**src/include/uart_params.svh**
```systemverilog
`ifndef UART_PARAMS_SVH
`define UART_PARAMS_SVH

// frame format, fixed at compile time
`define UART_DATA_WIDTH 8         // data bits per frame, sent lsb first
`define UART_PARITY_EN 1          // 1 adds a parity bit after the data
`define UART_PARITY_ODD 0         // 0 even parity, 1 odd parity

// sampling rates, all counted in tx_clk
`define UART_OVERSAMPLE 8         // receiver samples per bit
`define UART_CLKS_PER_SAMPLE 4    // tx_clk cycles per sample, so 32 per bit
`define UART_SYNC_STAGES 3        // flops on the receive line

// start + data + optional parity + stop
`define UART_FRAME_BITS (1 + `UART_DATA_WIDTH + `UART_PARITY_EN + 1)

`endif

```
**src/verilog/uart_frame_pkg.sv**
```systemverilog
`include "uart_params.svh"

package uart_frame_pkg;

	// one data word as it goes onto the line
	typedef logic [`UART_DATA_WIDTH-1:0] uart_data_t;

	// what the receiver reports for each frame
	typedef struct packed {
		uart_data_t data;    // received word, lsb first on the wire
		logic parity_err;    // parity bit disagreed with the configured parity
		logic stop_err;      // stop bit sampled low
	} uart_rx_result_t;

endpackage

```
**src/verilog/uart_state_pkg.sv**
```systemverilog
package uart_state_pkg;

	// transmit engine, one state per frame field
	typedef enum logic [2:0] {
		tx_idle   = 3'd0,    // line high, may hold a loaded frame waiting for a bit strobe
		tx_start  = 3'd1,    // start bit on the line
		tx_data   = 3'd2,    // data bits, counted separately
		tx_parity = 3'd3,    // parity bit on the line
		tx_stop   = 3'd4     // stop bit on the line
	} tx_state_t;

	// receive engine, states follow the field being sampled next
	typedef enum logic [2:0] {
		rx_idle   = 3'd0,    // waiting for a falling edge
		rx_start  = 3'd1,    // start bit, confirmed at its mid-sample
		rx_data   = 3'd2,    // data bits
		rx_parity = 3'd3,    // parity bit
		rx_stop   = 3'd4     // stop bit, result goes out here
	} rx_state_t;

endpackage

```
**src/verilog/uart_baud_gen.sv**
```systemverilog
`timescale 1ns/1ps
`include "uart_params.svh"

module uart_baud_gen (
	input  logic tx_clk,
	input  logic reset_tx,
	output logic o_sample_stb,   // one cycle every UART_CLKS_PER_SAMPLE cycles
	output logic o_bit_stb       // one cycle on every UART_OVERSAMPLE-th sample strobe
);

	localparam int CLK_W = (`UART_CLKS_PER_SAMPLE > 1) ? $clog2(`UART_CLKS_PER_SAMPLE) : 1;
	localparam int IDX_W = (`UART_OVERSAMPLE > 1) ? $clog2(`UART_OVERSAMPLE) : 1;
	localparam logic [CLK_W-1:0] CLK_LAST = CLK_W'(`UART_CLKS_PER_SAMPLE - 1);
	localparam logic [IDX_W-1:0] IDX_LAST = IDX_W'(`UART_OVERSAMPLE - 1);
	localparam int BIT_CLKS = `UART_CLKS_PER_SAMPLE * `UART_OVERSAMPLE;

	logic [CLK_W-1:0] clk_cnt;      // cycles inside one sample period
	logic [IDX_W-1:0] sample_idx;   // samples inside one bit period

	always_ff @(posedge tx_clk) begin
		if (reset_tx) begin
			clk_cnt      <= '0;
			sample_idx   <= '0;
			o_sample_stb <= 1'b0;   // strobes low on the first cycle
			o_bit_stb    <= 1'b0;
		end else begin
			o_sample_stb <= 1'b0;   // pulses only
			o_bit_stb    <= 1'b0;
			if (clk_cnt == CLK_LAST) begin
				clk_cnt      <= '0;
				o_sample_stb <= 1'b1;
				if (sample_idx == IDX_LAST) begin
					sample_idx <= '0;
					o_bit_stb  <= 1'b1;   // lines up with this sample strobe
				end else begin
					sample_idx <= sample_idx + 1'b1;
				end
			end else begin
				clk_cnt <= clk_cnt + 1'b1;
			end
		end
	end

	// bit strobe rides on a sample strobe
	a_bit_on_sample : assert property (@(posedge tx_clk) disable iff (reset_tx)
		o_bit_stb |-> o_sample_stb);

	// bit strobes come exactly one bit period apart, the transmitter relies on it
	a_bit_period : assert property (@(posedge tx_clk) disable iff (reset_tx)
		o_bit_stb |=> !o_bit_stb [* (BIT_CLKS - 1)] ##1 o_bit_stb);

endmodule

```
**src/verilog/uart_tx.sv**
```systemverilog
`timescale 1ns/1ps
`include "uart_params.svh"

module uart_tx
	import uart_frame_pkg::*, uart_state_pkg::*;
(
	input  logic       tx_clk,
	input  logic       reset_tx,
	input  logic       i_bit_stb,      // one pulse per bit period
	input  logic       i_enable,       // taken only while o_busy is low
	input  uart_data_t i_data,
	output logic       o_serial_out,   // idles high
	output logic       o_busy
);

	localparam int FRAME_W = `UART_FRAME_BITS;
	localparam int CNT_W = (`UART_DATA_WIDTH > 1) ? $clog2(`UART_DATA_WIDTH) : 1;
	localparam logic [CNT_W-1:0] LAST_DATA = CNT_W'(`UART_DATA_WIDTH - 1);

	tx_state_t state;
	logic [CNT_W-1:0] bit_cnt;         // data bit being shifted
	logic [FRAME_W-1:0] shift_reg;     // frame, bit 0 goes out next
	logic [FRAME_W-1:0] frame_load;
	logic parity_bit;
	logic accept;

	assign accept = i_enable && !o_busy;   // enable while busy is dropped

	// even parity makes the ones count even, odd flips it
	assign parity_bit = (^i_data) ^ 1'b`UART_PARITY_ODD;

	always_comb begin
		frame_load = '1;                             // stop bit and anything above it
		frame_load[0] = 1'b0;                        // start bit
		frame_load[`UART_DATA_WIDTH:1] = i_data;     // lsb first after start
		if (`UART_PARITY_EN) begin
			frame_load[`UART_DATA_WIDTH+1] = parity_bit;
		end
	end

	// frame register, loaded on acceptance and shifted per bit
	always_ff @(posedge tx_clk) begin
		if (accept) begin
			shift_reg <= frame_load;
		end else if (i_bit_stb && (o_busy || state != tx_idle)) begin
			shift_reg <= {1'b1, shift_reg[FRAME_W-1:1]};   // fill with idle level
		end
	end

	always_ff @(posedge tx_clk) begin
		if (reset_tx) begin
			state        <= tx_idle;
			bit_cnt      <= '0;
			o_serial_out <= 1'b1;
			o_busy       <= 1'b0;
		end else begin
			if (accept) begin
				o_busy <= 1'b1;   // rises the cycle after acceptance
			end
			if (i_bit_stb) begin
				case (state)
					tx_idle: begin
						if (o_busy) begin                 // frame waiting for its first strobe
							o_serial_out <= shift_reg[0];   // start bit
							state        <= tx_start;
						end
					end
					tx_start: begin
						o_serial_out <= shift_reg[0];     // data bit 0
						bit_cnt      <= '0;
						state        <= tx_data;
					end
					tx_data: begin
						o_serial_out <= shift_reg[0];
						if (bit_cnt == LAST_DATA) begin   // last data bit done, next is parity or stop
							state <= `UART_PARITY_EN ? tx_parity : tx_stop;
						end else begin
							bit_cnt <= bit_cnt + 1'b1;
						end
					end
					tx_parity: begin
						o_serial_out <= shift_reg[0];     // stop bit
						state        <= tx_stop;
					end
					tx_stop: begin
						o_busy <= 1'b0;                   // stop bit ends on this strobe
						state  <= tx_idle;
					end
					default: state <= tx_idle;
				endcase
			end
		end
	end

	// line sits at mark level between frames and during stop
	a_line_high : assert property (@(posedge tx_clk) disable iff (reset_tx)
		(state inside {tx_idle, tx_stop}) |-> o_serial_out);

	// busy holds through the payload of the frame
	a_busy_held : assert property (@(posedge tx_clk) disable iff (reset_tx)
		(state inside {tx_data, tx_parity}) |=> o_busy);

endmodule

```
**src/verilog/uart_rx.sv**
```systemverilog
`timescale 1ns/1ps
`include "uart_params.svh"

module uart_rx
	import uart_frame_pkg::*, uart_state_pkg::*;
(
	input  logic            tx_clk,
	input  logic            reset_tx,
	input  logic            i_sample_stb,   // UART_OVERSAMPLE pulses per bit
	input  logic            i_serial_in,    // asynchronous line
	output logic            o_rx_valid,     // one-cycle pulse per frame
	output uart_rx_result_t o_rx_result     // held until the next pulse
);

	localparam int SYNC = `UART_SYNC_STAGES;
	localparam int PH_W = (`UART_OVERSAMPLE > 1) ? $clog2(`UART_OVERSAMPLE) : 1;
	localparam int CNT_W = (`UART_DATA_WIDTH > 1) ? $clog2(`UART_DATA_WIDTH) : 1;
	localparam logic [PH_W-1:0] HALF_LAST = PH_W'(`UART_OVERSAMPLE / 2 - 1);
	localparam logic [PH_W-1:0] FULL_LAST = PH_W'(`UART_OVERSAMPLE - 1);
	localparam logic [CNT_W-1:0] LAST_DATA = CNT_W'(`UART_DATA_WIDTH - 1);

	rx_state_t state;
	logic [SYNC-1:0] sync_ff;     // synchronizer chain, msb is the safe copy
	logic line;                   // synchronized line
	logic line_q;                 // previous value, for edge detection
	logic start_edge;
	logic [PH_W-1:0] phase;       // sample strobes since the last mid-bit
	logic mid_hit;                // this strobe is a mid-bit sample
	logic [CNT_W-1:0] bit_cnt;
	uart_data_t shift_data;       // data bits arrive lsb first
	logic parity_err_q;
	logic parity_exp;

	assign line       = sync_ff[SYNC-1];
	assign start_edge = line_q && !line;   // falling edge at synchronizer output

	// half a bit after the edge for the start bit, a full bit after that
	assign mid_hit = i_sample_stb &&
		(phase == ((state == rx_start) ? HALF_LAST : FULL_LAST));

	// data is complete by the time the parity bit is sampled
	assign parity_exp = (^shift_data) ^ 1'b`UART_PARITY_ODD;

	always_ff @(posedge tx_clk) begin
		if (reset_tx) begin
			sync_ff <= '1;   // idle level, no false start out of reset
			line_q  <= 1'b1;
		end else begin
			sync_ff <= {sync_ff[SYNC-2:0], i_serial_in};
			line_q  <= line;
		end
	end

	always_ff @(posedge tx_clk) begin
		if (reset_tx) begin
			state      <= rx_idle;
			phase      <= '0;
			bit_cnt    <= '0;
			o_rx_valid <= 1'b0;
		end else begin
			o_rx_valid <= 1'b0;
			if (state == rx_idle) begin
				phase <= '0;                  // realign on every start bit
				if (start_edge) begin
					state <= rx_start;
				end
			end else if (i_sample_stb) begin
				phase <= mid_hit ? '0 : phase + 1'b1;
			end
			if (mid_hit) begin
				case (state)
					rx_start: begin
						if (line) begin               // high again, glitch
							state <= rx_idle;
						end else begin
							bit_cnt <= '0;
							state   <= rx_data;
						end
					end
					rx_data: begin
						if (bit_cnt == LAST_DATA) begin
							state <= `UART_PARITY_EN ? rx_parity : rx_stop;
						end else begin
							bit_cnt <= bit_cnt + 1'b1;
						end
					end
					rx_parity: state <= rx_stop;
					rx_stop: begin
						o_rx_valid <= 1'b1;           // mid-sample of stop bit
						state      <= rx_idle;
					end
					default: state <= rx_idle;
				endcase
			end
		end
	end

	// payload registers, written only at mid-bit samples
	always_ff @(posedge tx_clk) begin
		if (mid_hit) begin
			if (state == rx_data) begin
				shift_data <= {line, shift_data[`UART_DATA_WIDTH-1:1]};
			end
			if (state == rx_parity) begin
				parity_err_q <= line ^ parity_exp;
			end
			if (state == rx_stop) begin
				o_rx_result.data       <= shift_data;
				o_rx_result.parity_err <= `UART_PARITY_EN ? parity_err_q : 1'b0;
				o_rx_result.stop_err   <= !line;
			end
		end
	end

	// one frame cannot end twice in a row
	a_valid_pulse : assert property (@(posedge tx_clk) disable iff (reset_tx)
		o_rx_valid |=> !o_rx_valid);

endmodule

```
**src/verilog/uart_top.sv**
```systemverilog
`timescale 1ns/1ps
`include "uart_params.svh"

module uart_top
	import uart_frame_pkg::*;
(
	input  logic            tx_clk,
	input  logic            reset_tx,
	input  logic            i_enable,       // start a frame when not busy
	input  uart_data_t      i_data,
	input  logic            i_serial_in,    // receive line, looped back outside
	output logic            o_serial_out,   // transmit line
	output logic            o_busy,
	output logic            o_rx_valid,
	output uart_rx_result_t o_rx_result
);

	logic sample_stb;   // receiver oversampling
	logic bit_stb;      // transmitter bit timing

	uart_baud_gen i_uart_baud_gen (
		.tx_clk       (tx_clk),
		.reset_tx     (reset_tx),
		.o_sample_stb (sample_stb),
		.o_bit_stb    (bit_stb)
	);

	uart_tx i_uart_tx (
		.tx_clk       (tx_clk),
		.reset_tx     (reset_tx),
		.i_bit_stb    (bit_stb),
		.i_enable     (i_enable),
		.i_data       (i_data),
		.o_serial_out (o_serial_out),
		.o_busy       (o_busy)
	);

	// receiver keeps its own phase, only the sample rate is shared
	uart_rx i_uart_rx (
		.tx_clk       (tx_clk),
		.reset_tx     (reset_tx),
		.i_sample_stb (sample_stb),
		.i_serial_in  (i_serial_in),
		.o_rx_valid   (o_rx_valid),
		.o_rx_result  (o_rx_result)
	);

endmodule

```
**config.mk**
```make
export PLATFORM = sky130hd
export DESIGN_NAME = uart_top
export DESIGN_NICKNAME = d
export VERILOG_FILES = /design/src/verilog/uart_frame_pkg.sv /design/src/verilog/uart_state_pkg.sv /design/src/verilog/uart_baud_gen.sv /design/src/verilog/uart_tx.sv /design/src/verilog/uart_rx.sv /design/src/verilog/uart_top.sv
export VERILOG_INCLUDE_DIRS = /design/src /design/src/include
export SDC_FILE = /design/constraint.sdc
export NUM_CORES = 1
export LEC_CHECK = 0
export CORE_ASPECT_RATIO = 1.1
export CORE_UTILIZATION = 45
export CTS_BUF_LIST = sky130_fd_sc_hd__clkbuf_4 sky130_fd_sc_hd__clkbuf_8
export DETAILED_ROUTE_END_ITERATION = 7
export DONT_BUFFER_PORTS = 1
export HOLD_SLACK_MARGIN = 0.06
export REMOVE_ABC_BUFFERS = 1
export SLEW_MARGIN = 15
export SYNTH_ARGS = -nofsm -noshare
export SYNTH_HDL_FRONTEND = slang
export SYNTH_HIERARCHICAL = 1
export SYNTH_SLANG_ARGS = --single-unit
```
**constraint.sdc**
```tcl
create_clock -name tx_clk -period 2.8 [get_ports tx_clk]
set_input_delay 0.42 -clock tx_clk [delete_from_list [all_inputs] [get_ports tx_clk]]
set_output_delay 0.42 -clock tx_clk [all_outputs]
set_load 0.03 [all_outputs]
```
==> insert_results.sql <==
INSERT INTO impl_metrics (metric_group, metric, value, unit) VALUES
('status', 'status', 'completed', ''),
('die', 'chipWidth', '72.6', 'um'),
('clock_tree', 'cts.repair.resized', '0', ''),
('die', 'dieArea', '5790', 'um2'),
('die', 'std_cell_rows', '27', ''),
('sta', 'setup_viol_count_final', '0', ''),
('global_routing', 'antenna_violations_before_repair', '0', ''),
('clock_tree', 'cts.sink_count', '58', ''),
('setup_path', 'timing.critical_path.fanout_max', '11', ''),
('layout', 'nNetsFinal', '226', ''),
('layout', 'diodes', '0', ''),
('synthesis', 'post_synth_xor_area_fraction', '6.03', '%'),
('clock_tree', 'number_of_buffers_inserted_during_clock_tree_synthesis', '9', ''),
('sta', 'period_share', '65.5', '%'),
('sta', 'worst_slew_margin_rel', '55.7', '%'),
('synthesis', 'post_synth_fa_ha_maj_area_fraction', '5.07', '%'),
('placed_design', 'buffer_ports.inserted', '0', ''),
('sta', 'worst_clock_skew', '0.00446', 'ns'),
('detailed_routing', 'drcViolationCount', '0', ''),
('synthesis', 'synth.cell_area', '2470', 'um2'),
('clock_tree', 'holdBufCountCts', '0', ''),
('setup_path', 'r2r_start', 'i_uart_tx/o_busy', ''),
('setup_path', 'timing_worst_setup_path_type', 'reg2reg', ''),
('setup_path', 'end_kind', 'flip-flop', ''),
('synthesis', 'most_area_consuming_cells_after_synthesis', 'sky130_fd_sc_hd__edfxtp_1, sky130_fd_sc_hd__dfxtp_1, sky130_fd_sc_hd__ha_1, sky130_fd_sc_hd__xnor2_1, sky130_fd_sc_hd__a22o_1', ''),
('synthesis', 'post_synth_num_cell_types', '50', ''),
('sta', 'pins_over_their_slew_limit', '0', ''),
('layout', 'area_growth_syn_to_layout', '12.6', '%'),
('clock_tree', 'clock_tree_from_tritoncts', 'yes', ''),
('global_routing', 'global_route.usage.total', '16.0', '%'),
('die', 'floorplan.die.height', '79.7', 'um'),
('power', 'cell_leakage_power', '1.03', 'nW'),
('setup_path', 'reg2reg_setup_slack', '0.97', 'ns'),
('setup_path', 'start_kind', 'flip-flop', ''),
('sta', 'tightestPinTransition', '0.662', 'ns'),
('die', 'io_pins', '25', ''),
('power', 'max-vdd-ir-drop', '0.433', 'mV'),
('global_routing', 'overflow', '0', ''),
('layout', 'final_core_util', '54.1', '%'),
('clock_tree', 'clkTransAtPathRegs', '0.06', 'ns'),
('die', 'floorplan.initialDensity', '48.1', '%'),
('power', 'fin_total_pwr', '1.93', 'mW'),
('clock_tree', 'cts-htree-levels', '3', ''),
('synthesis', 'number_of_synthesized_flops_with_an_enable_pin', '28', ''),
('detailed_routing', 'first_pass_iters', '4', ''),
('setup_path', 'rr_worst_depth', '2', ''),
('detailed_routing', 'drt-initial-drc-count', '88', ''),
('clock_tree', 'cts_buffer_depth', '2', ''),
('sta', 'tns', '0', 'ns'),
('synthesis', 'postSynthRegisterBits', '58', ''),
('layout', 'final_layout_size_suffix_gt1_share', '13.9', '%'),
('synthesis', 'ys_async_sr_fraction', '0', '%'),
('detailed_routing', 'post_drt_via_cell_ratio', '5.38', ''),
('detailed_routing', 'routed-via-count', '1511', ''),
('synthesis', 'simple_gate_share_of_the_synthesized_area', '14.6', '%'),
('hold_path', 'holdCritPathClass', 'in2reg', ''),
('global_routing', 'grt_first_pass_wirelength', '6930', 'um'),
('synthesis', 'synthesis.area_per_instance', '12.3', 'um2'),
('clock_tree', 'number_of_setup_buffers_added_after_cts', '0', ''),
('sta', 'period_needed', '1.83', 'ns'),
('detailed_routing', 'remaining_antenna_violation_count_after_routing', '0', ''),
('setup_path', 'reg2reg_to', 'i_uart_tx/shift_reg[9]', ''),
('setup_path', 'critPathCapture', 'i_uart_tx/shift_reg[9]', ''),
('placed_design', 'finalWeightedCongestion', '0.774', ''),
('synthesis', 'synth_compound_area_share', '10.8', '%'),
('detailed_routing', 'post_drt_wl_per_cell', '14.1', 'um'),
('synthesis', 'yosysWarnings', '6', ''),
('power', 'power_density', '693', 'nW/um2'),
('synthesis', 'synth_top_area_share', '34.0', '%'),
('setup_path', 'crit_arrival', '1.81', 'ns'),
('sta', 'maxClockFrequency', '0.545', 'GHz');
## cell type report
| type | instances | area (um2) |
|---|---|---|
| fill | 468 | 2350 |
| clock inverter | 5 | 100 |
| inverter | 2 | 7.51 |
| clock buffer | 11 | 151 |
| sequential | 58 | 1440 |
| multi-input combinational | 132 | 982 |
| tap | 72 | 90.1 |
| timing repair buffer | 1 | 7.51 |
## where the power goes
| group | switching (mW) | internal (mW) |
|---|---|---|
| combinational | 0.0258 | 0.0319 |
| sequential | 0.0129 | 0.904 |
| clock | 0.316 | 0.637 |
## how the worst min path moves through the flow
| stage | start | endpoint | slack [ns] | depth (start not counted) |
|---|---|---|---|---|
| 2_1_floorplan | i_uart_rx/sync_ff[0] | i_uart_rx/sync_ff[1] | 0.39 | 1 |
| 3_3_place_gp | i_uart_rx/sync_ff[0] | i_uart_rx/sync_ff[1] | 0.39 | 1 |
| 3_5_place_dp | i_uart_rx/sync_ff[1] | i_uart_rx/sync_ff[2] | 0.40 | 1 |
| 4_1_cts | reset_tx | i_uart_baud_gen/sample_idx[0] | 0.14 | 1 |
| 5_1_grt | reset_tx | i_uart_baud_gen/sample_idx[0] | 0.13 | 1 |
| 6_report | reset_tx | i_uart_baud_gen/sample_idx[0] | 0.16 | 1 |
## cell families after synthesis
kind of cell               count (synthesis)
muxes                                      7
xor gates and xnor gates                  17
buffers and inverters                     10
AOI/OAI and AO/OA                         36
DFF                                       58
adders and majority gates                 10
and+or+nand+nor                           62
## metrics by stage
stage / instance area, um2 / setup WS [ns] / hold slack [ns] / cells
final: 2780 / 0.966 / 0.158 / 281
after global routing: 2780 / 0.815 / 0.134 / 281
after CTS: 2780 / 0.957 / 0.136 / 281
after detailed placement: 2530 / 0.976 / 0.401 / 265
after floorplan: 2420 / 0.470 / 0.389 / 192
after global placement: 2530 / 1.04 / 0.393 / 265
## synth_stat cells (4+ instances only)
cell type and n:
sky130_fd_sc_hd__nor3_1 5, sky130_fd_sc_hd__ha_1 10, sky130_fd_sc_hd__dfxtp_1 30, sky130_fd_sc_hd__edfxtp_1 28, sky130_fd_sc_hd__nor2_1 15, sky130_fd_sc_hd__mux2i_1 5, sky130_fd_sc_hd__o31ai_1 4, sky130_fd_sc_hd__a22o_1 8
sky130_fd_sc_hd__or4_1 4, sky130_fd_sc_hd__nor2b_1 6, sky130_fd_sc_hd__a21oi_1 8, sky130_fd_sc_hd__nand2b_1 6, sky130_fd_sc_hd__or2_2 4, sky130_fd_sc_hd__xnor2_1 14
## layer usage
| metal | vias to the layer above | part of all wire, % | track usage [%] |
|---|---|---|---|
| met4 | 0 | 0.96 | 8.82 |
| li1 | 746 | - | - |
| met5 | - | 0 | 0 |
| met3 | 6 | 3.0 | 3.41 |
| met2 | 29 | 49 | 25.5 |
| met1 | 730 | 47 | 20.2 |
## worst max-delay path, stage by stage (launching register included)
cell                       delay [ns]
sky130_fd_sc_hd__dfxtp_1         0.46
sky130_fd_sc_hd__nor2b_1         0.59
sky130_fd_sc_hd__nand2b_1        0.43
## layout by cell type, fill, tap and decap left out, drive strengths merged, types with 6 or more instances in the layout
cell / instances
a21oi: 9
a22o: 8
clkbuf: 11
dfxtp: 30
edfxtp: 28
ha: 10
nand2b: 7
nor2: 15
nor2b: 6
nor3: 6
xnor2: 14
(Power assumes the default switching activity.)
